**config.mk**
```make
export PLATFORM = sky130hd
export DESIGN_NAME = pixel_crop
export DESIGN_NICKNAME = d
export VERILOG_FILES = /design/src/logic/camera_pkg.sv /design/src/logic/pixel_crop.sv
export SDC_FILE = /design/constraint.sdc
export NUM_CORES = 1
export LEC_CHECK = 0
export BUFFER_PORTS_ARGS = -buffer_cell sky130_fd_sc_hd__buf_2
export CAP_MARGIN = 0
export CORE_MARGIN = 4
export CORE_UTILIZATION = 47
export CTS_CLUSTER_DIAMETER = 150
export DETAILED_ROUTE_END_ITERATION = 8
export PLACE_DENSITY = 0.78
export SYNTH_ARGS = -nofsm -noshare
export SYNTH_HDL_FRONTEND = slang
export SYNTH_SLANG_ARGS = --single-unit
```
**constraint.sdc**
```tcl
create_clock -name clock_spi_in -period 2.5 [get_ports clock_spi_in]
set_input_delay 0 -clock clock_spi_in [delete_from_list [all_inputs] [get_ports clock_spi_in]]
set_output_delay 0 -clock clock_spi_in [all_outputs]
set_load 0.02 [all_outputs]
```
**src/logic/camera_pkg.sv**
```systemverilog
// Constants shared by the still-capture RTL and its testbench
// Pixel and position widths, host op-codes and status bit positions
package camera_pkg;

    localparam int PIXEL_WIDTH = 10;  // Raw Bayer sample
    localparam int X_WIDTH = 11;      // Column counter
    localparam int Y_WIDTH = 10;      // Line counter

    // Capture and readback commands
    localparam logic [7:0] OP_CAPTURE = 8'h20;
    localparam logic [7:0] OP_STATUS = 8'h21;
    localparam logic [7:0] OP_READ = 8'h22;
    localparam logic [7:0] OP_METERING = 8'h25;

    // Crop window writes take operand 0 as low byte and operand 1 as high byte
    localparam logic [7:0] OP_CROP_X_START = 8'h40;
    localparam logic [7:0] OP_CROP_X_END = 8'h41;
    localparam logic [7:0] OP_CROP_Y_START = 8'h42;
    localparam logic [7:0] OP_CROP_Y_END = 8'h43;

    localparam int STATUS_BUSY_BIT = 0;
    localparam int STATUS_DONE_BIT = 1;

endpackage

```
**src/logic/pixel_crop.sv**
```systemverilog
// Passes only the pixels that fall inside the crop window
// Output is one cycle behind the input stream, frame_valid delayed to match
`timescale 1ns/1ps

module pixel_crop import camera_pkg::*; (
    input  logic                   clock_spi_in,
    input  logic                   mipi_byte_reset_n,
    input  logic [PIXEL_WIDTH-1:0] pixel_data_i,
    input  logic                   line_valid_i,
    input  logic                   frame_valid_i,
    input  logic [X_WIDTH-1:0]     crop_x_start_i,
    input  logic [X_WIDTH-1:0]     crop_x_end_i,
    input  logic [Y_WIDTH-1:0]     crop_y_start_i,
    input  logic [Y_WIDTH-1:0]     crop_y_end_i,
    output logic [PIXEL_WIDTH-1:0] pixel_o,
    output logic                   pixel_valid_o,
    output logic                   frame_valid_o
);

    logic [X_WIDTH-1:0] x_count;
    logic [Y_WIDTH-1:0] y_count;
    logic line_valid_q;
    logic pixel_present, in_window;

    assign pixel_present = frame_valid_i && line_valid_i;
    assign in_window = x_count >= crop_x_start_i && x_count < crop_x_end_i
                       && y_count >= crop_y_start_i && y_count < crop_y_end_i;

    always_ff @(posedge clock_spi_in or negedge mipi_byte_reset_n) begin
        if (!mipi_byte_reset_n) begin
            x_count <= '0;
            y_count <= '0;
            line_valid_q <= 1'b0;
            pixel_valid_o <= 1'b0;
            frame_valid_o <= 1'b0;
        end else begin
            line_valid_q <= line_valid_i;
            frame_valid_o <= frame_valid_i;
            pixel_valid_o <= pixel_present && in_window;

            if (!line_valid_i) x_count <= '0;
            else if (pixel_present) x_count <= x_count + 1'b1;

            if (!frame_valid_i) y_count <= '0;
            else if (line_valid_q && !line_valid_i) y_count <= y_count + 1'b1;  // Line end
        end
    end

    always_ff @(posedge clock_spi_in) begin
        pixel_o <= pixel_data_i;
    end

endmodule

```
# Word-level counts from Yosys, hierarchy flattened
# Cells that the tools add are included.
[word_totals]
ff_bits = 34
out_inout_bits = 12
word_cells = 25
[classes]
n_addsub = 2
magnitude_cmp = 4
eq_ne = 2
n_mux = 4
n_reduce_logical = 7
[op_table]
columns = ["op", "count"]
rows = [
  ["$mux W11", 2],
  ["$mux W10", 2],
  ["$add A11 B1 Y11 const B", 1],
  ["$ge A11 B11 Y1", 1],
  ["$lt A11 B11 Y1", 1],
  ["$add A10 B1 Y10 const B", 1],
  ["$ge A10 B10 Y1", 1],
  ["$lt A10 B10 Y1", 1],
  ["$logic_and A1 B1 Y1", 6],
  ["$ne A2 B1 Y1 const B", 2],
  ["$logic_not A1 Y1", 1],
]

# Longest topological paths before layout
[logic_depth]
word_depth = 5
ltp_mapped = 7
ltp_nobuf = 7

# Least setup slack after synthesis
# OpenSTA, ideal clock, no wires.
[synth_path]
path_kind = "register to register"
start = "register y_count[3]"
end = "register pixel_valid_o"
t_arrival_ns = 1.525
required_ns = 2.404
setup_slack_ns = 0.879
stages_incl_launch_ff = 6
n_path_buf = 0
cell_sequence = "dfrtp_1 -> ha_1 -> a2111oi_0 -> a221o_1 -> o21ai_1 -> nor4_2"
[synth_between]
elab_chain_len = 4
elab_cells_between_ends = 5
classes_between = "2 x order compare; 3 x reduce/logical"
[synth_rtl]
columns = ["item", "line", "source"]
rows = [
  ["start: declaration", "pixel_crop.sv:21", "logic [Y_WIDTH-1:0] y_count;"],
  ["start signal: assignment", "pixel_crop.sv:45", "else if (line_valid_q && !line_valid_i) y_count <= y_count + 1'b1;"],
  ["$ge A10 B10 Y1", "pixel_crop.sv:27", "&& y_count >= crop_y_start_i && y_count < crop_y_end_i;"],
  ["$logic_and A1 B1 Y1", "pixel_crop.sv:27", ""],
  ["$logic_and A1 B1 Y1 *", "pixel_crop.sv:27", ""],
  ["$logic_and A1 B1 Y1 *", "pixel_crop.sv:39", "pixel_valid_o <= pixel_present && in_window;"],
  ["end signal: assignment", "pixel_crop.sv:39", ""],
  ["end: declaration", "pixel_crop.sv:16", "output logic pixel_valid_o,"],
]
# Every way passes the cells marked *; elsewhere a longest branch is shown, timed or not.
# A chain may end at the register's enable or synchronous reset.

# Worst setup path after layout
# Ends and elaborated chain as after synthesis.

==> metrics <==
WP buf/inv 0; Placement Cell Area 2710 µm²; total grt overflow 0; reg2reg end pixel_valid_o; TritonCTS Buffers 5; Routed WL 4930 µm; largest net degree at the start of global routing 25; unrepaired setup endpoints after global routing false; worst r2r src y_count[3]; Layout Cells excl Fill 394; Vias/cell 4.93; setup slack at placement 0.716 ns; Hold Crit Class in -> reg; maximum clock insertion buffer count 2; CTS Sinks 34; Final min period 1.79 ns; Root Buffer clkbuf_8; first-pass GRT wire length 8480 µm; reg2reg path depth 5; Storage cell area 801 µm²; post-synthesis sequential area ratio 34.7%; post-DP HPWL 3840 µm; Yosys cell types 37; WS Path Type reg -> reg; Ant. Diodes 0; clock-pin slew on the worst setup and hold paths 0.07 ns; critical path startpoint category register; Initial Util 48.5%; hold buffers post-CTS 12; share of cells above drive strength 1 24.8%; H-tree depth 2; Site Rows 25; footprint of the multi-input gates 1330 µm²; post-detailed-route DRC marker count 0; # resized after CTS 0; Layout Nets 424; Hold EP frame_valid_o; Filler cells 429; die width 78.1 µm; DR iter-0 viols 75; worst-path maximum fanout 7; most frequent cells in the layout buf_2, inv_1, ha_1, dfrtp_1, and2_1; Hold Crit Depth 1; fmax 558 MHz; later-pin clock latency in the skew report 0.28 ns; CTS tree yes; cell family with most CP delay compound AO/OA/AOI/OAI gates; Max Cap Viol 0; P_leak 1.65 nW; DR WL/cell 12.5 µm; area of the die 6090 µm²; clk_skew 0.00251 ns; max incr delay on CP 0.46 ns; commonest non-fill, non-tap cell in the layout buf_2; area leader, netlist dfrtp_1; dpl cells 374; Synth Register Bits 34; final setup fails 0; run status completed; Ys Warns 0; Net Count, Synth 341; post-synthesis cell count 243; Post-Syn Area 2310 µm²; Fin. Hold Viols 0; Port Buf Inserts 67; GPL Wtd Cong 0.781; r2r setup slk 0.71 ns; CP max-delay cell dfrtp_1; post-route antenna net violation count 0; worst slew pin tran 0.540 ns; CP arrival 1.98 ns; beginning of the worst hold path frame_valid_i; Layout area overhead 27.4%; worst rel slew slack 64.0%; Cell Pwr Density 419 nW/µm²; Worst Setup End Kind register; crit-path cells ha_1, a2111oi_0, a221o_1, o21ai_1, nor4_2; maximum vdd drop 0.398 mV; Mapped Avg Cell Area 9.49 µm²; final setup margin 0.709 ns; final instance area 2940 µm²; gr usage total 16.9%; top cells by area, synth dfrtp_1, ha_1, dfxtp_1; period utilization 71.6%; DR pass1 iterations 4; antenna violations before repair 0; vias in the first global route 2,060; Core ar. 4750 µm²; setup TNS 0 ns; Critical Path RT 2.69 ns; die height 78.1 µm; Final Max Tran Viols 0; via count 1,941; Post-CTS Setup Bufs 0; Yosys top cell area share 26.0%; IO Pins 68
-- sequential cells by signal (all words and copies together), names as in the netlist --
| name | cells |
|---|---|
| line_valid_q | 1 |
| x_count | 11 |
| frame_valid_o | 1 |
| pixel_valid_o | 1 |
| y_count | 10 |
| pixel_o | 10 |
-- per-stage QoR --
stage,utilization [%],total power (W),hold slack [ns]
2_1_floorplan,-,0.000669,-0.296
3_3_place_gp,57.0,0.000738,0.00930
3_5_place_dp,57.0,0.000745,0.0183
4_1_cts,61.8,0.00125,0.0367
5_1_grt,61.8,0.00130,0.0504
6_report,61.8,0.00123,0.0445
-- synth_stat cells --
master,n
a211oi_2,1
xnor2_1,14
nand4_2,1
nor3_1,1
nand3_1,8
a21oi_1,10
nand2b_1,2
clkbuf_1,2
dfrtp_1,24
nor4_2,1
inv_1,42
a211oi_1,4
and3_1,4
o21ai_0,4
a2111oi_0,2
mux2i_1,2
dfxtp_1,10
o21ai_1,1
o2111ai_1,4
nor2b_2,1
ha_1,42
nand4_1,9
xor2_1,4
or3b_1,1
a21o_1,3
nor3_2,1
nor2b_1,5
a221o_1,1
nor4_1,1
a21boi_1,1
nand2_1,12
nor2_1,5
o211ai_1,1
nand2b_4,1
and2_1,16
or3_1,1
buf_4,1
-- metal layers --
| metal | vias up | wire length, µm | GRT usage [%] |
|---|---|---|---|
| met4 | 0 | 82 | 6.12 |
| met5 | - | 0 | 0 |
| met2 | 53 | 2450 | 30.1 |
| met3 | 8 | 261 | 4.47 |
| li1 | 998 | - | - |
| met1 | 882 | 2140 | 19.4 |
-- cell type report --
class                           count  area share (%)
Tap cell                           67            2.85
Clock buffer                        5            2.34
Sequential cell                    34            27.2
Timing Repair Buffer               79            15.5
Inverter                           42            5.36
Clock inverter                      3            1.36
Multi-Input combinational cell    164            45.4
-- worst max-delay path by stage --
| stage | from | end | slack, ns | depth (start not counted) |
|---|---|---|---|---|
| after floorplan | y_count[3] | pixel_valid_o | 0.88 | 5 |
| after global placement | y_count[3] | pixel_valid_o | 0.78 | 5 |
| after detailed placement | y_count[3] | pixel_valid_o | 0.72 | 5 |
| after CTS | y_count[3] | pixel_valid_o | 0.71 | 5 |
| after global routing | y_count[3] | pixel_valid_o | 0.57 | 5 |
| final | y_count[3] | pixel_valid_o | 0.71 | 5 |
-- power breakdown --
part / internal [W] / leakage [nW] / switching [W]
Combinational: 0.0000885 / 1.18 / 0.0000870
Sequential: 0.000563 / 0.413 / 0.00000976
Clock: 0.000293 / 0.0579 / 0.000191
-- kinds of logic after synthesis --
family	after synthesis	share of synthesized area, %
adders and majority gates	42	22.8
xor gates and xnor gates	18	6.83
muxes	2	0.868
AOI/OAI and AO/OA	32	9.44
buffers and inverters	45	7.48
and+or+nand+nor	70	17.9
DFF	34	34.7
No activity file was read; power rests on OpenSTA's default activity.
