**config.mk**
```make
export PLATFORM = sky130hd
export DESIGN_NAME = camera_regs
export DESIGN_NICKNAME = d
export VERILOG_FILES = /design/src/logic/camera_pkg.sv /design/src/logic/camera_regs.sv
export SDC_FILE = /design/constraint.sdc
export NUM_CORES = 1
export LEC_CHECK = 0
export ABC_CLOCK_PERIOD_IN_PS = 4600
export BUFFER_PORTS_ARGS = -buffer_cell sky130_fd_sc_hd__clkbuf_2
export CORE_MARGIN = 2
export CORE_UTILIZATION = 35
export DETAILED_ROUTE_END_ITERATION = 10
export PLACE_DENSITY_LB_ADDON = 0.05
export SYNTH_ARGS = -nofsm -noshare
export SYNTH_HDL_FRONTEND = slang
export SYNTH_SLANG_ARGS = --single-unit
```
**constraint.sdc**
```tcl
create_clock -name clock_spi_in -period 4.6 [get_ports clock_spi_in]
set_input_delay 1.15 -clock clock_spi_in [delete_from_list [all_inputs] [get_ports clock_spi_in]]
set_output_delay 1.15 -clock clock_spi_in [all_outputs]
set_load 0.1 [all_outputs]
```
**src/logic/camera_pkg.sv**
```systemverilog
// Constants shared by the still-capture RTL and its testbench
// Pixel and position widths, host op-codes and status bit positions
package camera_pkg;

    localparam int PIXEL_WIDTH = 10;  // Raw Bayer sample
    localparam int X_WIDTH = 11;      // Column counter
    localparam int Y_WIDTH = 10;      // Line counter

    // Capture and readback commands
    localparam logic [7:0] OP_CAPTURE = 8'h20;
    localparam logic [7:0] OP_STATUS = 8'h21;
    localparam logic [7:0] OP_READ = 8'h22;
    localparam logic [7:0] OP_METERING = 8'h25;

    // Crop window writes take operand 0 as low byte and operand 1 as high byte
    localparam logic [7:0] OP_CROP_X_START = 8'h40;
    localparam logic [7:0] OP_CROP_X_END = 8'h41;
    localparam logic [7:0] OP_CROP_Y_START = 8'h42;
    localparam logic [7:0] OP_CROP_Y_END = 8'h43;

    localparam int STATUS_BUSY_BIT = 0;
    localparam int STATUS_DONE_BIT = 1;

endpackage

```
**src/logic/camera_regs.sv**
```systemverilog
// Crop window registers written by the host over the op-code interface
// Writes land in a shadow copy, which is loaded between frames
`timescale 1ns/1ps

module camera_regs import camera_pkg::*; #(
    parameter logic [X_WIDTH-1:0] CROP_X_START_RESET = '0,
    parameter logic [X_WIDTH-1:0] CROP_X_END_RESET = 11'd1280,
    parameter logic [Y_WIDTH-1:0] CROP_Y_START_RESET = '0,
    parameter logic [Y_WIDTH-1:0] CROP_Y_END_RESET = 10'd720
) (
    input  logic               clock_spi_in,
    input  logic               mipi_byte_reset_n,
    input  logic [7:0]         op_code_i,
    input  logic               op_code_valid_i,
    input  logic [7:0]         operand_i,
    input  logic               operand_valid_i,
    input  int                 operand_count_i,
    input  logic               frame_valid_i,
    output logic [X_WIDTH-1:0] crop_x_start_o,
    output logic [X_WIDTH-1:0] crop_x_end_o,
    output logic [Y_WIDTH-1:0] crop_y_start_o,
    output logic [Y_WIDTH-1:0] crop_y_end_o
);

    logic [X_WIDTH-1:0] x_start_q, x_end_q;
    logic [Y_WIDTH-1:0] y_start_q, y_end_q;
    logic operand_valid_q;
    logic write_low, write_high;

    assign write_low = op_code_valid_i && operand_valid_i && !operand_valid_q
                       && operand_count_i == 0;
    assign write_high = op_code_valid_i && operand_valid_i && !operand_valid_q
                        && operand_count_i == 1;

    always_ff @(posedge clock_spi_in or negedge mipi_byte_reset_n) begin
        if (!mipi_byte_reset_n) begin
            operand_valid_q <= 1'b0;
            x_start_q <= CROP_X_START_RESET;
            x_end_q <= CROP_X_END_RESET;
            y_start_q <= CROP_Y_START_RESET;
            y_end_q <= CROP_Y_END_RESET;
            crop_x_start_o <= CROP_X_START_RESET;
            crop_x_end_o <= CROP_X_END_RESET;
            crop_y_start_o <= CROP_Y_START_RESET;
            crop_y_end_o <= CROP_Y_END_RESET;
        end else begin
            operand_valid_q <= operand_valid_i;
            case (op_code_i)
                OP_CROP_X_START: begin
                    if (write_low) x_start_q[7:0] <= operand_i;
                    if (write_high) x_start_q[X_WIDTH-1:8] <= operand_i[X_WIDTH-9:0];
                end
                OP_CROP_X_END: begin
                    if (write_low) x_end_q[7:0] <= operand_i;
                    if (write_high) x_end_q[X_WIDTH-1:8] <= operand_i[X_WIDTH-9:0];
                end
                OP_CROP_Y_START: begin
                    if (write_low) y_start_q[7:0] <= operand_i;
                    if (write_high) y_start_q[Y_WIDTH-1:8] <= operand_i[Y_WIDTH-9:0];
                end
                OP_CROP_Y_END: begin
                    if (write_low) y_end_q[7:0] <= operand_i;
                    if (write_high) y_end_q[Y_WIDTH-1:8] <= operand_i[Y_WIDTH-9:0];
                end
                default: ;
            endcase
            if (!frame_valid_i) begin  // Only load between frames
                crop_x_start_o <= x_start_q;
                crop_x_end_o <= x_end_q;
                crop_y_start_o <= y_start_q;
                crop_y_end_o <= y_end_q;
            end
        end
    end

endmodule

```
== Word level (Yosys, flattened, before mapping) ==
Index checks and enable logic that the tools add are counted.

* Word-level logic and storage cells: 32
* Flip-flop bits (word level): 85

* Equality and inequality tests: 5
* Reduce and logical (&&, ||, !) cells: 14

{| class="wikitable"
|+ Operators with widths
! kind !! number
|-
| 32-bit by 2-bit == test with 1-bit output, second input constant || 1
|-
| 8-bit by 7-bit == test with 1-bit output, second input constant || 4
|-
| 32-bit zero test || 1
|-
| 2-bit AND reduction || 8
|-
| 1-bit logical AND || 4
|-
| 1-bit zero test || 1
|}

== Logic depth before layout (Yosys ltp) ==
* Word-level depth: 4
* Mapped depth: 5
* Gate-level depth less buffers: 4

== Least setup slack after synthesis ==
Ideal clock, no wire load.

* Kind: input-to-reg
* From: input port operand_count_i[26] (netlist name)
* To: register x_end_q[0]
* Cell stages on the path: 5
* Library setup time: 125 ps
* Path buffers: 2
* Path slack: 1693 ps
* Data arrival time: 2782 ps
* Required time: 4475 ps
* Cell sequence: or4_4 buf_6 or4_4 buf_6 mux2_4

* Longest elaborated chain between the ends: 3

{| class="wikitable"
|+ RTL lines
! element !! line !! source
|-
| start: declaration || camera_regs.sv:17 || <nowiki>input int operand_count_i,</nowiki>
|-
| 32-bit zero test || camera_regs.sv:31 || <nowiki>&& operand_count_i == 0;</nowiki>
|-
| 1-bit logical AND || camera_regs.sv:31 ||
|-
| 2-bit AND reduction (no source line) || -- ||
|-
| end signal: assignment || camera_regs.sv:54 || <nowiki>if (write_low) x_end_q[7:0] <= operand_i;</nowiki>
|-
| end signal: indexed assignment || camera_regs.sv:55 || <nowiki>if (write_high) x_end_q[X_WIDTH-1:8] <= operand_i[X_WIDTH-9:0];</nowiki>
|-
| end: declaration || camera_regs.sv:25 || <nowiki>logic [X_WIDTH-1:0] x_start_q, x_end_q;</nowiki>
|}

Every way passes these cells.
A chain may end at the register's enable or synchronous reset.

== Final worst setup path ==
* From: input port operand_count_i[12] (netlist name)
* To: register y_end_q[0]

* Longest elaborated chain between the ends: 3

{| class="wikitable"
|+ RTL lines
! element !! line !! source
|-
| 32-bit zero test || camera_regs.sv:31 ||
|-
| 1-bit logical AND || camera_regs.sv:31 ||
|-
| 2-bit AND reduction (no source line) || -- ||
|-
| end signal: assignment || camera_regs.sv:62 || <nowiki>if (write_low) y_end_q[7:0] <= operand_i;</nowiki>
|-
| end signal: indexed assignment || camera_regs.sv:63 || <nowiki>if (write_high) y_end_q[Y_WIDTH-1:8] <= operand_i[Y_WIDTH-9:0];</nowiki>
|-
| end: declaration || camera_regs.sv:26 || <nowiki>logic [Y_WIDTH-1:0] y_start_q, y_end_q;</nowiki>
|}

Every way passes these cells.

==> qor.yml <==
critPathMaxFanout: 8
grt_pass1_wl_um: 11940
avgRoutedWirePerCell_um: 16.22
pre_cts_ws_ps: 1381
ff2ff_path_depth: 4
finalClockSkew_ps: 7.184
r2r_end: "y_end_q[0]"
grt_pass1_vias: 2187
cts_tree: "yes"
via_per_inst: 4.726
cts.sinks: 85
r2r-start: "operand_valid_q"
cts_made_buffers: 9
required_ps: 4840
fillCellCount: 920
initial_utilization: 0.3587
period_share: 0.6047
area_growth_pct: 22.73
clkSlewWorstSetupHoldPaths_ps: 80
synth_seq_area_share: 0.6167
clk_latency_ps: 350
multi_input_area_mm2: 0.001290
fin_crit_ps: 2781
critPathArrivalTime_ps: 3020
path_class: "input pin to flop"
die_w_um: 103.6
drt_pre_antenna_iters: 4
place_congestion: 0.6880
yosysUniqueCellTypes: 19
cp-start-kind: "input pin"
cap_viol_max_count: 0
syn_inst: 209
p_leak_nw: 2.254
r2r_slack_ps: 2470
drive_gt1_frac: 0.6869
root_buffer: "clkbuf_8"
finalWorstSetupSlack_ps: 1819
io_pins: 95
antenna_found_initial: 0
synth_seq_cells: 85
drtIter0Drc: 36
htree_levels: 3
yosys_warnings: 0
finalSetupTns_ps: 0
synth_area_mm2: 0.003473
finalWirelength_um: 7233
tightest_slew_ps: 1044
final_antenna_net_count: 0
cts_hold_buf: 0
vdd_drop_max_uv: 104.9
rsz0062_at_grt: "no"
remaining_drc_errors: 0
post_cts_resized: 0
hpwl_um: 4941
rows: 36
relSlewSlack: 0.3038
grt_overflow_total: 0
end_kind: "flop"
grt_use_total: 0.1439
report.final.setup_viol: 0
drv_slew: 0
vias: 2108
p_per_area_mw_per_mm2: 310.1
core_mm2: 0.009684
hold_depth: 1
register_area_mm2: 0.002142
fmax_mhz: 359.5
avgSynthCellArea_um2: 16.62
min-delay-start: "y_start_q[7]"
hold_end: "crop_y_start_o[7]"
run_status: "finished clean"
grt_start_max_net_pins: 86
portBuffers: 94
fin_nets: 361
cts_buffer_depth: 2
hold_viol: 0
post-cts-setup-buffers: 0
synth_nets: 262
antennaDiodeCount: 0
holdCritPathClass: "flop to flop"
die_h_um: 103.6
die-area_mm2: 0.01074
[sequential cells by signal, summed over array words and instances, names as in the netlist]
register,cells
crop_x_end_o,11
crop_x_start_o,11
crop_y_end_o,10
crop_y_start_o,10
operand_valid_q,1
x_end_q,11
x_start_q,11
y_end_q,10
y_start_q,10
[power breakdown]
group	internal [mW]	total (mW)	switching [mW]
sequential	0.747	0.748	0.000134
combinational	0.0257	0.0667	0.0410
clock	0.251	0.508	0.257
total	1.02	1.32	0.298
[synthesized netlist by cell type (all sizes together)]
| cell type | n | area [µm²] |
|---|---|---|
| nand3b | 3 | 22.52 |
| dfrtp | 73 | 1827 |
| nor4 | 12 | 145.1 |
| nor2 | 2 | 7.510 |
| nand4b | 1 | 8.760 |
| mux2 | 84 | 975.9 |
| nor3b | 1 | 7.510 |
| or4 | 4 | 37.53 |
| nor4bb | 3 | 30.03 |
| buf | 2 | 22.52 |
| dfstp | 12 | 315.3 |
| clkbuf | 5 | 18.77 |
| nand3 | 4 | 20.02 |
| nand4 | 2 | 25.02 |
| and4b | 1 | 10.01 |
[per-layer routing]
metal,track usage,wire [µm],vias up
met5,0,0,-
met4,0.05502,93,0
met3,0.03902,312,8
met2,0.2233,3383,55
met1,0.1930,3443,1071
li1,-,-,974
[logic make-up (layout without fill, tap and decap cells)]
logic type | after synthesis | count (layout) | synth area share
mux | 84 | 84 | 0.2810
flops | 85 | 85 | 0.6167
buf+inv | 7 | 111 | 0.01189
simple gates | 33 | 33 | 0.09042
[final cells by class]
class	instances	area share
Multi-Input combinational cell	117	0.3026
Sequential cell	85	0.5025
Timing Repair Buffer	95	0.1127
Tap cell	133	0.03904
Clock buffer	12	0.03170
Clock inverter	4	0.01145
[cell usage in the layout (no fill, tap or decap), drive strengths merged]
cell type and instances:
and4b 1, buf 2, bufinv 1, clkbuf 105, clkinv 3, dfrtp 73
dfstp 12, mux2 84, nand3 4, nand3b 3, nand4 2, nand4b 1
nor2 2, nor3b 1, nor4 12, nor4bb 3, or4 4
[critical path, stage by stage]
cell and delay [ps]:
clkbuf_2 80, nor4_1 350, nand4_2 370, nor4_4 660
mux2_2 400
[metrics by stage]
step / area (µm²) / hold slack, ps / utilization / cells / total power [mW]
finish: 4263 / 505.5 / 0.4402 / 446 / 1.322
global placement: 4079 / 487.8 / 0.4212 / 430 / 0.8310
CTS: 4263 / 509.5 / 0.4402 / 446 / 1.349
detailed placement: 4079 / 491.2 / 0.4212 / 430 / 0.8314
global route: 4263 / 523.5 / 0.4402 / 446 / 1.392
floorplan: 3473 / 475.0 / - / 209 / 0.7807
[worst max path at each step]
stage / start / to / slack (ps) / cells after the start
final: operand_count_i[12] / y_end_q[0] / 1820 / 5
after global routing: op_code_i[3] / y_end_q[2] / 1650 / 5
after CTS: operand_count_i[12] / y_end_q[1] / 1750 / 5
after detailed placement: operand_count_i[12] / y_end_q[3] / 1380 / 5
after global placement: operand_valid_i / y_end_q[3] / 1410 / 5
after floorplan: operand_count_i[26] / x_end_q[0] / 1690 / 5
Power figures use the tool's default switching activity.
