File: src/logic/camera_pkg.sv
// Constants shared by the still-capture RTL and its testbench
// Pixel and position widths, host op-codes and status bit positions
package camera_pkg;

    localparam int PIXEL_WIDTH = 10;  // Raw Bayer sample
    localparam int X_WIDTH = 11;      // Column counter
    localparam int Y_WIDTH = 10;      // Line counter

    // Capture and readback commands
    localparam logic [7:0] OP_CAPTURE = 8'h20;
    localparam logic [7:0] OP_STATUS = 8'h21;
    localparam logic [7:0] OP_READ = 8'h22;
    localparam logic [7:0] OP_METERING = 8'h25;

    // Crop window writes take operand 0 as low byte and operand 1 as high byte
    localparam logic [7:0] OP_CROP_X_START = 8'h40;
    localparam logic [7:0] OP_CROP_X_END = 8'h41;
    localparam logic [7:0] OP_CROP_Y_START = 8'h42;
    localparam logic [7:0] OP_CROP_Y_END = 8'h43;

    localparam int STATUS_BUSY_BIT = 0;
    localparam int STATUS_DONE_BIT = 1;

endpackage

File: src/logic/command_decoder.sv
// Host command handling for capture, status, image readback and metering
// Responses are registered and flagged valid while a read-type op-code is held
`timescale 1ns/1ps

module command_decoder import camera_pkg::*; #(
    parameter int BUFFER_WORDS = 16384,
    localparam int ADDR_WIDTH = $clog2(BUFFER_WORDS)
) (
    input  logic                  clock_spi_in,
    input  logic                  mipi_byte_reset_n,
    input  logic [7:0]            op_code_i,
    input  logic                  op_code_valid_i,
    input  logic                  operand_valid_i,
    input  int                    operand_count_i,
    input  logic                  capture_busy_i,
    input  logic                  capture_done_i,
    input  logic [7:0]            read_byte_i,
    input  logic [7:0]            red_level_i,
    input  logic [7:0]            green_level_i,
    input  logic [7:0]            blue_level_i,
    output logic                  capture_request_o,
    output logic [ADDR_WIDTH+1:0] read_address_o,
    output logic [7:0]            response_o,
    output logic                  response_valid_o
);

    logic op_code_valid_q, operand_valid_q;
    logic read_type, operand_edge;
    logic [7:0] status_byte;

    assign read_type = op_code_i inside {OP_STATUS, OP_READ, OP_METERING};
    assign operand_edge = operand_valid_i && !operand_valid_q;

    always_comb begin
        status_byte = '0;
        status_byte[STATUS_BUSY_BIT] = capture_busy_i;
        status_byte[STATUS_DONE_BIT] = capture_done_i;
    end

    always_ff @(posedge clock_spi_in or negedge mipi_byte_reset_n) begin
        if (!mipi_byte_reset_n) begin
            op_code_valid_q <= 1'b0;
            operand_valid_q <= 1'b0;
            capture_request_o <= 1'b0;
            read_address_o <= '0;
            response_valid_o <= 1'b0;
        end else begin
            op_code_valid_q <= op_code_valid_i;
            operand_valid_q <= operand_valid_i;
            // One pulse per capture transaction
            capture_request_o <= op_code_valid_i && !op_code_valid_q
                                 && op_code_i == OP_CAPTURE;
            response_valid_o <= op_code_valid_i && read_type;

            if (capture_request_o) begin
                read_address_o <= '0;  // Readback restarts at byte 0
            end else if (op_code_valid_i && op_code_i == OP_READ && operand_edge) begin
                read_address_o <= read_address_o + 1'b1;
            end
        end
    end

    always_ff @(posedge clock_spi_in) begin
        if (op_code_valid_i) begin
            case (op_code_i)
                OP_STATUS: response_o <= status_byte;
                OP_READ: response_o <= read_byte_i;  // Tracks the buffer output
                OP_METERING: begin
                    case (operand_count_i)
                        0: response_o <= red_level_i;
                        1: response_o <= green_level_i;
                        2: response_o <= blue_level_i;
                        default: response_o <= '0;
                    endcase
                end
                default: ;
            endcase
        end
    end

endmodule

File: config.mk
export PLATFORM = sky130hd
export DESIGN_NAME = command_decoder
export DESIGN_NICKNAME = d
export VERILOG_FILES = /design/src/logic/camera_pkg.sv /design/src/logic/command_decoder.sv
export SDC_FILE = /design/constraint.sdc
export NUM_CORES = 1
export LEC_CHECK = 0
export BUFFER_PORTS_ARGS = -buffer_cell sky130_fd_sc_hd__buf_2
export CORE_UTILIZATION = 25
export DETAILED_ROUTE_END_ITERATION = 12
export MAX_ROUTING_LAYER = met4
export REMOVE_ABC_BUFFERS = 1
export SYNTH_ARGS = -nofsm -noshare
export SYNTH_HDL_FRONTEND = slang
export SYNTH_SLANG_ARGS = --single-unit
File: constraint.sdc
create_clock -name clock_spi_in -period 1.5 [get_ports clock_spi_in]
set_input_delay 0.15 -clock clock_spi_in [delete_from_list [all_inputs] [get_ports clock_spi_in]]
set_output_delay 0.15 -clock clock_spi_in [all_outputs]
set_load 0.05 [all_outputs]
# Word level (Yosys, flattened, before mapping)
# Index checks and enable logic that the tools add are counted.
# totals
register_bits	28
in_bits	78
out_inout_bits	26
elab_cells	29
# classes
addsub	1
n_eq_ne	6
n_mux	4
n_reduce_logical	12
# op_table
op	count
one-hot mux 8 bit (3 select lines)	2
equality test 32 x 1 -> 1 bit, second input constant	1
equality test 32 x 2 -> 1 bit, second input constant	1
equality test 8 x 6 -> 1 bit, second input constant	4
logical NOT 32 bit	1
2-to-1 mux 16 bit	2
adder 16 x 1 -> 16 bit, second input constant	1
logical AND 1 bit	6
nonzero test 3 bit	1
logical NOT 1 bit	2
AND reduction 2 bit	1
nonzero test 2 bit	1

# Longest topological paths before layout
# logic_depth
ltp_word	5
ltp_mapped	6
depth_no_buf	5

# Worst setup path after synthesis
# No wires, ideal clock.
# synth_path
kind	flip-flop to flip-flop
from	register read_address_o[3]
to	register read_address_o[14]
setup_time_ns	0.077
t_arrival_ns	1.777
required_time_ns	1.423
slack_ns	-0.354
stages_incl_launch_ff	6
n_path_buf	1
synth_period_minus_slack_ns	1.854
cell_sequence	dfrtp_1 > and3_1 > buf_4 > nand3_1 > or4_1 > a21oi_1
# synth_via
elab_chain_cells	3
# synth_lines
element	line	text
start: declaration	command_decoder.sv:22	output logic [ADDR_WIDTH+1:0] read_address_o,
start signal: assignment	command_decoder.sv:58	read_address_o <= read_address_o + 1'b1;
adder 16 x 1 -> 16 bit	command_decoder.sv:58	
2-to-1 mux 16 bit	command_decoder.sv:57	end else if (op_code_valid_i && op_code_i == OP_READ && operand_edge) begin
2-to-1 mux 16 bit	command_decoder.sv:55	if (capture_request_o) begin
# No other way between the ends. The select of a mux whose other input is x is not followed.
# A chain may end at the register's enable or synchronous reset.

# Worst setup path after layout
# layout_path
from	register operand_valid_q
to	register read_address_o[10]
# layout_via
elab_chain_cells	4
# layout_lines
element	line	text
start: declaration	command_decoder.sv:27	logic op_code_valid_q, operand_valid_q;
start signal: assignment	command_decoder.sv:49	operand_valid_q <= operand_valid_i;
logical NOT 1 bit	command_decoder.sv:32	assign operand_edge = operand_valid_i && !operand_valid_q;
logical AND 1 bit	command_decoder.sv:32	
logical AND 1 bit	command_decoder.sv:57	
nonzero test 2 bit (no source line)	n/a	
# No other way between the ends.

==> impl_metrics.tcl <==
set metrics [dict create \
    htree_levels 1 \
    hold_path_class "input port to flip-flop" \
    dp_cells 369 \
    final-max-slew-violation-count 0 \
    max_stage_delay_ns 0.51 \
    synthDistinctLibCells 35 \
    fin_crit_ns 1.60 \
    register_area_um2 743 \
    synth.area.mux_share_pct 5.91 \
    slowest_stage "or4_1" \
    setup_viol_count_final 7 \
    synthCells 174 \
    hold_viol_final 0 \
    rsz0062_at_grt "yes" \
    worst-setup-path-type "flip-flop to flip-flop" \
    drt_iter0_markers 91 \
    grt_max_degree 21 \
    crit_start "operand_valid_q$_DFF_PN0_" \
    numClockSinks 28 \
    skew_ns 0.00844 \
    post-route-period-util_pct 107 \
    r2r-start "operand_valid_q$_DFF_PN0_" \
    synth_fa_ha_area_share_pct 0.739 \
    crit_buf_inv 0 \
    ys_seq_area_share_pct 43.7 \
    area_growth_pct 52.3 \
    crit_chain "nor3b_2 > nand4_2 > or4_1 > a21oi_1" \
    vias 1837 \
    worst_setup_path_end_kind "flip-flop" \
    cp.required_ns 1.70 \
    outcome "finished, violations left" \
    ys_warn_count 0 \
    fill_cells 658 \
    synthXorXnorAreaFrac_pct 1.03 \
    drt_first_pass_iters 8 \
    grt_overflow 0 \
    port_buffers 103 \
    finalNetCount 380 \
    ir_worst_vdd_uv 381 \
    path_delay_family "simple AND/OR/NAND/NOR gates" \
    total_power_mw 1.48 \
    diodes 0 \
    fin_ws_ns -0.101 \
    die_height_um 84.3 \
    numCtsBuffers 3 \
    first_global_vias 1717 \
    r2r_slack_ns -0.10 \
    die_w_um 84.3 \
    fmax_ghz 0.625 \
    start_util_pct 26.2 \
    timing.rr.end "read_address_o[10]$_DFFE_PN0P_" \
    multiInputGateArea_um2 917 \
    cap_violations 0 \
    root_buffer "clkbuf_8" \
    insertion_delay_ns 0.28 \
    placed_cell_area_um2 2440 \
    violations "DRC, setup timing" \
    ios 104 \
    tritoncts "yes" \
    synthSimpleGateAreaFrac_pct 26.1 \
    rows 29 \
    holdPathStages 1 \
    path_clk_slew_ns 0.10 \
    routabilityCongestion 0.745 \
    arrival_ns 1.80 \
    synth_top_family_by_area "simple AND/OR/NAND/NOR gates" \
    holdCritStartpoint "op_code_valid_i" \
    synth-compound-area-share_pct 17.9 \
    wire_per_inst_um 13.1 \
    min_to "op_code_valid_q$_DFF_PN0_" \
    dp_hpwl_mm 4.02 \
    critPathLaunchType "flip-flop" \
    fin_util_pct 39.9 \
    vias_per_cell 4.87 \
    core_area_um2 6460 \
    die_area_um2 7110 \
    tightest_slew_ns 0.497 \
    synth_area_per_cell_um2 9.74 \
    drtAntennaViolNets 0 \
    cts.path.max_buffers 2 \
    p_per_area_nw_per_um2 574 \
    drc_errors 5 \
    synth.cell_area_um2 1690 \
    synth_seq_cells 28 \
    worstPathMaxFanout 7 \
    grt_pass1_wl_mm 7.92 \
    fin_cells 377 \
    finalWirelength_mm 4.96 \
    grt_util_all_layers_pct 14.3 \
    timing.slew.headroom_pct 66.8 \
    antenna_found_initial 0 \
    r2r_cells 4 \
    leakage_nw 1.25 \
    final_area_um2 2580 \
    drive_gt1_share_pct 49.7 \
]
==> sequential cells by signal, indices dropped and copies added (netlist names) <==
name / count
capture_request_o: 1
op_code_valid_q: 1
operand_valid_q: 1
read_address_o: 16
response_o: 8
response_valid_o: 1
==> power breakdown <==
part | switching, mW | internal, mW | total [mW]
clock network | 0.232 | 0.235 | 0.467
logic | 0.0970 | 0.128 | 0.225
registers | 0.00292 | 0.787 | 0.790
==> routing by layer <==
layer	global-route usage, %	up-vias	share of wire [%]
met5	-	-	0
met4	3.76	0	0.93
met3	2.36	5	6.4
met2	25.3	83	51
met1	16.8	825	42
li1	-	924	-
==> layout by cell type (no fill, tap or decap), types with 3 or more instances in the layout <==
master	n
edfxtp_1	8
dfrtp_1	18
o21ai_0	6
nand2_1	7
nor2_1	15
nand4_1	7
o31ai_1	3
or4_1	3
nand3_1	6
a21oi_1	13
and4_1	4
buf_2	103
o21ai_1	3
clkbuf_8	4
buf_4	25
nor4_1	6
inv_1	6
a2bb2oi_1	7
or3_1	9
mux2i_1	10
a22o_1	7
==> kinds of logic after synthesis <==
kind of cell	after synthesis
mux	10
fa+ha+maj	1
xor+xnor	2
simple gates	71
buf+inv	16
compound gates	46
flops	28
==> area by class of cell <==
cell class              instances  area share, %
multi-input cells             130           35.5
repair buffers                132           28.9
flip-flops and latches         28           28.8
well taps                      77           3.73
clock buffers                   4           2.13
inverters                       6          0.873
==> worst max-delay path by stage <==
stage                                     end  cells past startpoint  slack (ns)
2_1_floorplan  read_address_o[14]$_DFFE_PN0P_                      4       -0.39
3_3_place_gp   read_address_o[14]$_DFFE_PN0P_                      4      -0.004
3_5_place_dp   read_address_o[12]$_DFFE_PN0P_                      4       -0.06
4_1_cts         read_address_o[8]$_DFFE_PN0P_                      5       -0.08
5_1_grt         read_address_o[4]$_DFFE_PN0P_                      5       -0.18
6_report       read_address_o[10]$_DFFE_PN0P_                      4       -0.10
==> per-stage QoR <==
step           setup slack [ns]   TNS, ns  hold slack (ns)
2_1_floorplan            -0.387     -3.69           -0.146
3_3_place_gp           -0.00398  -0.00398            0.134
3_5_place_dp            -0.0616    -0.496            0.139
4_1_cts                 -0.0755    -0.342           0.0184
5_1_grt                  -0.177     -1.21          0.00939
6_report                 -0.101    -0.412           0.0261
==> cells in the mapped netlist, drive strengths merged <==
cell type | instances | area, um^2
xor2 | 2 | 17.5
nand4 | 8 | 56.3
nor2b | 2 | 12.5
nor2 | 15 | 56.3
or3 | 11 | 68.8
and4b | 1 | 10.0
o21ai | 11 | 55.1
o31ai | 3 | 22.5
buf | 6 | 37.5
clkbuf | 4 | 18.8
nand3 | 6 | 30.0
a32o | 1 | 10.0
a22o | 7 | 61.3
ha | 1 | 12.5
nor4 | 6 | 37.5
nand2 | 7 | 26.3
nor3b | 2 | 31.3
and3 | 2 | 12.5
dfrtp | 20 | 500
and4 | 4 | 35.0
edfxtp | 8 | 240
o2bb2ai | 2 | 17.5
a2bb2oi | 7 | 61.3
and3b | 1 | 8.76
nor3 | 1 | 10.0
a21oi | 15 | 75.1
nor4b | 2 | 23.8
inv | 6 | 22.5
mux2i | 10 | 100
or4 | 3 | 22.5
==> timing repair <==
item                                    4_1_cts  5_1_grt
resized for setup                             5       15
setup buffers                                 0        1
gates cloned                                  0        1
hold buffers                                  2        0
pin swaps                                     2       17
endpoints found under the hold margin        21        0
endpoints found under the setup margin        7       13
Power figures use the tool's default switching activity.
