### src/logic/camera_pkg.sv
// Constants shared by the still-capture RTL and its testbench
// Pixel and position widths, host op-codes and status bit positions
package camera_pkg;

    localparam int PIXEL_WIDTH = 10;  // Raw Bayer sample
    localparam int X_WIDTH = 11;      // Column counter
    localparam int Y_WIDTH = 10;      // Line counter

    // Capture and readback commands
    localparam logic [7:0] OP_CAPTURE = 8'h20;
    localparam logic [7:0] OP_STATUS = 8'h21;
    localparam logic [7:0] OP_READ = 8'h22;
    localparam logic [7:0] OP_METERING = 8'h25;

    // Crop window writes take operand 0 as low byte and operand 1 as high byte
    localparam logic [7:0] OP_CROP_X_START = 8'h40;
    localparam logic [7:0] OP_CROP_X_END = 8'h41;
    localparam logic [7:0] OP_CROP_Y_START = 8'h42;
    localparam logic [7:0] OP_CROP_Y_END = 8'h43;

    localparam int STATUS_BUSY_BIT = 0;
    localparam int STATUS_DONE_BIT = 1;

endpackage

### src/logic/color_metering.sv
// Average red, green and blue level of the raw RGGB stream in a square window
// Sums are taken over one frame and turned into levels when the frame ends
`timescale 1ns/1ps

module color_metering import camera_pkg::*; #(
    parameter logic [X_WIDTH-1:0] METER_X_START = 11'd384,
    parameter logic [Y_WIDTH-1:0] METER_Y_START = 10'd104,
    parameter int                 METER_SIZE_LOG2 = 9
) (
    input  logic                   clock_spi_in,
    input  logic                   mipi_byte_reset_n,
    input  logic [PIXEL_WIDTH-1:0] pixel_data_i,
    input  logic                   line_valid_i,
    input  logic                   frame_valid_i,
    output logic [7:0]             red_level_o,
    output logic [7:0]             green_level_o,
    output logic [7:0]             blue_level_o
);

    localparam int SUM_WIDTH = 8 + 2 * METER_SIZE_LOG2;
    localparam int RB_SHIFT = 2 * METER_SIZE_LOG2 - 2;  // Quarter of the sites
    localparam int G_SHIFT = 2 * METER_SIZE_LOG2 - 1;   // Half of the sites
    localparam int X_END = METER_X_START + (1 << METER_SIZE_LOG2);
    localparam int Y_END = METER_Y_START + (1 << METER_SIZE_LOG2);

    logic [X_WIDTH-1:0] x_count;
    logic [Y_WIDTH-1:0] y_count;
    logic line_valid_q, frame_valid_q;
    logic [SUM_WIDTH-1:0] red_sum, green_sum, blue_sum;
    logic [SUM_WIDTH-1:0] red_avg, green_avg, blue_avg;
    logic [7:0] sample;
    logic metered;

    assign sample = pixel_data_i[PIXEL_WIDTH-1 -: 8];
    assign metered = frame_valid_i && line_valid_i
                     && x_count >= METER_X_START && x_count < X_END
                     && y_count >= METER_Y_START && y_count < Y_END;
    assign red_avg = red_sum >> RB_SHIFT;
    assign green_avg = green_sum >> G_SHIFT;
    assign blue_avg = blue_sum >> RB_SHIFT;

    always_ff @(posedge clock_spi_in or negedge mipi_byte_reset_n) begin
        if (!mipi_byte_reset_n) begin
            x_count <= '0;
            y_count <= '0;
            line_valid_q <= 1'b0;
            frame_valid_q <= 1'b0;
            red_sum <= '0;
            green_sum <= '0;
            blue_sum <= '0;
            red_level_o <= '0;
            green_level_o <= '0;
            blue_level_o <= '0;
        end else begin
            line_valid_q <= line_valid_i;
            frame_valid_q <= frame_valid_i;

            if (!line_valid_i) x_count <= '0;
            else if (frame_valid_i) x_count <= x_count + 1'b1;
            if (!frame_valid_i) y_count <= '0;
            else if (line_valid_q && !line_valid_i) y_count <= y_count + 1'b1;

            if (frame_valid_q && !frame_valid_i) begin  // Frame end
                red_level_o <= red_avg[7:0];
                green_level_o <= green_avg[7:0];
                blue_level_o <= blue_avg[7:0];
                red_sum <= '0;
                green_sum <= '0;
                blue_sum <= '0;
            end else if (metered) begin
                case ({y_count[0], x_count[0]})
                    2'b00: red_sum <= red_sum + sample;
                    2'b11: blue_sum <= blue_sum + sample;
                    default: green_sum <= green_sum + sample;
                endcase
            end
        end
    end

endmodule

### config.mk
export PLATFORM = sky130hd
export DESIGN_NAME = color_metering
export DESIGN_NICKNAME = d
export VERILOG_FILES = /design/src/logic/camera_pkg.sv /design/src/logic/color_metering.sv
export SDC_FILE = /design/constraint.sdc
export NUM_CORES = 1
export LEC_CHECK = 0
export BUFFER_PORTS_ARGS = -buffer_cell sky130_fd_sc_hd__buf_2
export CORE_ASPECT_RATIO = 1.1
export CORE_MARGIN = 2
export CORE_UTILIZATION = 50
export CTS_CLUSTER_DIAMETER = 120
export DETAILED_ROUTE_END_ITERATION = 12
export PLACE_DENSITY_LB_ADDON = 0.08
export SYNTH_ARGS = -nofsm -noshare
export SYNTH_HDL_FRONTEND = slang
export SYNTH_SLANG_ARGS = --single-unit
### constraint.sdc
create_clock -name clock_spi_in -period 3.4 [get_ports clock_spi_in]
set_clock_uncertainty 0.05 [all_clocks]
set_input_delay 0.68 -clock clock_spi_in [delete_from_list [all_inputs] [get_ports clock_spi_in]]
set_output_delay 0.68 -clock clock_spi_in [all_outputs]
set_load 0.05 [all_outputs]
; ---- Word level (Yosys, flattened, before mapping)
; Cells that the tools add are included.
[word_totals]
reg_bits = 125
in_bits = 14
wordCells = 53
[classes]
n_addsub = 5
order_cmp = 4
eq_ne = 4
mux = 13
reduce_logical = 17
[ops]
columns = operator, count
row1 = two-way mux 26 bit, 9
row2 = adder 26 x 8 -> 26 bit, 3
row3 = two-way mux 11 bit, 2
row4 = two-way mux 10 bit, 2
row5 = "adder 11 x 1 -> 11 bit, second input constant", 1
row6 = "greater-or-equal comparator 11 x 9 -> 1 bit, second input constant", 1
row7 = "less-than comparator 11 x 10 -> 1 bit, second input constant", 1
row8 = "adder 10 x 1 -> 10 bit, second input constant", 1
row9 = "greater-or-equal comparator 10 x 7 -> 1 bit, second input constant", 1
row10 = "less-than comparator 10 bit, second input constant", 1
row11 = logical AND 1 bit, 7
row12 = "inequality test 2 x 1 -> 1 bit, second input constant", 3
row13 = AND reduction 2 bit, 3
row14 = nonzero test 2 bit, 3
row15 = "equality test 2 bit, second input constant", 1
row16 = zero test 1 bit, 2
row17 = zero test 2 bit, 1
row18 = OR reduction 2 bit, 1

; ---- Logic depth before layout (Yosys ltp)
[depth]
depth_word = 7
mapped_depth = 9
mapped_depth_nobuf = 9

; ---- Worst setup path before layout
; Ideal clock, no wire load.
[synth_timing]
path_type = input port to flip-flop
from = input pixel_data_i[2]
to = register green_sum[24]
setup_ns = 0.078
arrival_ns = 2.645
t_required_ns = 3.272
slack_ns = 0.627
cell_stages = 9
path_buffers = 0
cell_sequence = ha_1 -> inv_1 -> fa_1 -> nor2b_1 -> o211ai_1 -> a31o_2 -> or3_4 -> or4_1 -> a21oi_1
[synth_between]
elab_chain_len = 4
[synth_rtl]
columns = element, line_no
row1 = from (decl), color_metering.sv:12  ; input logic [PIXEL_WIDTH-1:0] pixel_data_i,
row2 = adder 26 x 8 -> 26 bit, color_metering.sv:74  ; default: green_sum <= green_sum + sample;
row3 = two-way mux 26 bit, color_metering.sv:71  ; case ({y_count[0], x_count[0]})
row4 = two-way mux 26 bit, color_metering.sv:70  ; end else if (metered) begin
row5 = two-way mux 26 bit, color_metering.sv:63  ; if (frame_valid_q && !frame_valid_i) begin
row6 = to (signal assigned), color_metering.sv:74
row7 = to (decl), color_metering.sv:29  ; logic [SUM_WIDTH-1:0] red_sum, green_sum, blue_sum;
; No other way between the ends. The select of a mux whose other input is x is not followed.
; A chain may end at the register's enable or synchronous reset.

; ---- Final worst setup path
; Ends and elaborated chain as after synthesis.

==> implementation parameters <==
Parameter                              Value

Setup path
  Critical path peak fanout ... 9
  CP endpoint kind ... register
  Worst EP required ... between 3 and 4 ns
  Worst setup path class ... primary input to register
  Worst Reg-to-Reg Cells ... 9
  Startpoint of the worst register-to-register path ... green_sum[0]
  Internal reg-to-reg setup slack ... about 0.71 ns
  Worst reg2reg path endpoint ... green_sum[24]
  Critical Path Sink ... green_sum[24]
  Arrival time reported for the critical path endpoint ... between 3 and 4 ns
  Type of element launching the critical path ... primary input
  Critical path origin ... pixel_data_i[2]

Flow run
  Max-Cap Viols ... 0

Clock tree
  # hold bufs at CTS ... 0
  CTS tree ... yes
  Post-CTS Resized ... 0
  Total setup buffers inserted after CTS ... 0
  Clk Latency, worst-skew pair ... 0.42 ns
  Clock transition at the registers of the reported paths ... 0.05 ns
  Root buf cell ... sky130_fd_sc_hd__clkbuf_16
  Cts bufs inserted ... 17
  Level count of the clock H-tree ... 4
  Sinks on Clock Net ... 120
  Worst-case clock buffer depth ... 2

Cells and area
  Area Overhead vs Synth ... 14.8%
  Antenna cell count ... 0
  Final instance area ... roughly 7300 um^2
  Fraction of final layout cells sized beyond drive strength 1 ... a little under an eighth
  # fillers ... roughly 1100
  Final std cells w/o fill ... roughly 900
  Net count of the finished layout ... a little under 800
  Final cell utilization of the core ... ~59%

Pwr
  Power Dens Cells ... roughly 440 nW/um^2
  Leakage power ... approximately 3.4 nW
  Maximum VDD drop ... 0.284 mV

STA
  Final Max Tran Viols ... 0
  Final Setup Violations ... 0
  Setup repair after global routing missed its margin ... false
  Final hold violation count ... 0
  Transition at the pin with the smallest max-transition slack ... approximately 0.93 ns
  Post-route clock period utilization ... ~80%
  Total Neg Setup Slack ... 0 ns
  Max-slew headroom at the worst pin ... between 30% and 40%
  Max Freq ... 0.366 GHz
  Final WS setup ... 0.670 ns
  Tmin final ... roughly 2.7 ns

Route
  Avg WL per Cell ... 14.9 um
  Total Wirelength ... 13300 um
  DR DRC count ... 0
  DRT Pass-1 Iters ... 5
  Via/cell ratio ... roughly 5.5
  Vias after detailed routing ... a little under 5000
  First DRT Iteration DRCs ... 273
  Detail Route Antenna Nets ... 0

GRT
  Global route overflow ... 0
  Pin count of the biggest net entering global routing ... 69
  Number of antenna violations at the first check in global routing ... 0
  Met2 usage in global routing ... a little over a third
  Met1 Use GR ... 26.4%
  Wire length of the first global-routing pass ... 23000 um
  Top Usage Layer GRT ... met2
  Met3 GRT Util ... a little over 5%
  Global-route total usage across every layer ... 21.2%
  Via count of the first global-routing pass ... between 4000 and 5000

Synth
  Synth unique cells ... between 50 and 60
  Share of synthesized flip-flops with an asynchronous set or reset ... 100%
  Portion of the post-synthesis area used by sequential elements ... 47.0%
  Average cell area after synthesis ... ~9.4 um^2
  YS warnings ... 0
  Cell area after technology mapping ... around 6400 um^2
  Post-synthesis cell count ... 682
  EDFF count, synth ... 0
  Synthesized Nets ... 729
  Leading register cell type out of synthesis ... sky130_fd_sc_hd__dfrtp_1
  Number of storage elements in the synthesis netlist ... 120

Floorplan
  DIE AREA ... about 14000 um^2
  Top Ports ... 38
  Vertical die dimension ... ~120 um
  Horizontal die dimension ... approximately 110 um
  Num rows ... 43
  Placeable core area ... approximately 13000 um^2
  Initial cell density of the core ... around half

Place
  Placed cell area ... just under 7000 um^2
  Number of cells after detailed placement ... between 800 and 900
  Final weighted congestion in routability-driven placement ... about 0.81
  Post-placement worst setup slack ... around 0.29 ns
  DPL Wire Length ... between 9000 and 10000 um
  Count of port buffers added during placement ... 35

Worst hold path
  Min-Delay Path Class ... primary input to asynchronous set/reset pin

Status
  Status ... finished, final reports clean
## cell usage after synthesis, types with 9 or more instances
cell                       number  area [um^2]
sky130_fd_sc_hd__nand3_1       44          220
sky130_fd_sc_hd__nor2_1        64          240
sky130_fd_sc_hd__nor3_1        22          110
sky130_fd_sc_hd__ha_1          30          375
sky130_fd_sc_hd__xnor2_1       46          403
sky130_fd_sc_hd__o21a_1         9         67.6
sky130_fd_sc_hd__a21oi_1       17         85.1
sky130_fd_sc_hd__clkbuf_1      20         75.1
sky130_fd_sc_hd__nor4_1        13         81.3
sky130_fd_sc_hd__inv_1         27          101
sky130_fd_sc_hd__nand2_1       98          368
sky130_fd_sc_hd__dfrtp_1      120         3000
sky130_fd_sc_hd__xor2_1        27          236
sky130_fd_sc_hd__o21ai_0       35          175
sky130_fd_sc_hd__nand4_1       11         68.8
## layout by cell type, fill, tap and decap left out, drive strengths merged, types with 6 or more instances in the layout
cell    count
o21ai      35
xnor2      46
clkbuf     23
nand2      98
nand3      45
and3        6
nor2       64
ha         30
xor2       27
buf        48
nor3       22
a21oi      17
nor2b       8
dfrtp     120
and2        8
inv        27
nor4       13
nand4      11
or3         8
o21a        9
## flip-flops by register name, summed over array words and instances (netlist names)
register / cells
blue_level_o: 8
blue_sum: 24
frame_valid_q: 1
green_level_o: 8
green_sum: 25
line_valid_q: 1
red_level_o: 8
red_sum: 24
x_count: 11
y_count: 10
## final cells by class
class / instances / area [um^2] / area share [%]
clock buffer: 23 / 488 / 6.65
tap: 157 / 196 / 2.68
multi-input combinational: 508 / 3190 / 43.5
inverter: 27 / 101 / 1.38
sequential: 120 / 3000 / 40.9
clock inverter: 7 / 70.1 / 0.955
timing repair buffer: 48 / 288 / 3.92
## critical path: stages
cell and delay [ns]:
sky130_fd_sc_hd__buf_2 0.11, sky130_fd_sc_hd__ha_1 0.17, sky130_fd_sc_hd__inv_1 0.06, sky130_fd_sc_hd__fa_1 0.41
sky130_fd_sc_hd__nor2b_1 0.18, sky130_fd_sc_hd__o211ai_1 0.13, sky130_fd_sc_hd__a31o_2 0.33, sky130_fd_sc_hd__or3_4 0.36
sky130_fd_sc_hd__or4_1 0.41, sky130_fd_sc_hd__a21oi_1 0.17
## worst min path at each step
stage	startpoint	to	slack, ns	depth (start not counted)
global route	mipi_byte_reset_n	green_sum[2]	0.40	1
finish	mipi_byte_reset_n	green_sum[0]	0.33	1
CTS	mipi_byte_reset_n	green_sum[0]	0.36	1
global placement	green_level_o[2]	green_level_o[2]	0.40	2
detailed placement	blue_level_o[2]	blue_level_o[2]	0.41	2
floorplan	mipi_byte_reset_n	blue_level_o[0]	0.33	0
## metal layers
| layer | part of all wire, % | vias to the layer above |
|---|---|---|
| li1 | - | 2436 |
| met1 | 45 | 2381 |
| met2 | 50 | 68 |
| met3 | 3.4 | 15 |
| met4 | 1.5 | 0 |
| met5 | 0 | - |
## power by group
group	leakage, nW	switching (mW)	total, mW	internal (mW)
combinational	1.50	0.0967	0.137	0.0407
clock	0.275	0.607	1.68	1.07
sequential	1.67	0.00628	1.44	1.44
total	3.44	0.710	3.26	2.55
## metrics by stage
stage,hold slack (ns),total power [mW]
after floorplan,0.334,1.54
after global placement,0.404,1.60
after detailed placement,0.408,1.61
after CTS,0.365,3.30
after global routing,0.399,3.37
final,0.330,3.26
## cells by family (layout without fill, tap and decap cells)
logic type	after synthesis	in the layout	synth area share [%]
AND/OR/NAND/NOR	300	300	22.3
buffers and inverters	54	105	3.25
XOR/XNOR	73	73	10.0
adder cells (fa/ha/maj)	33	33	6.81
flip-flops	120	120	47.0
multiplexers	2	2	0.509
AO/OA/AOI/OAI	100	100	10.1
Power figures use the tool's default switching activity.
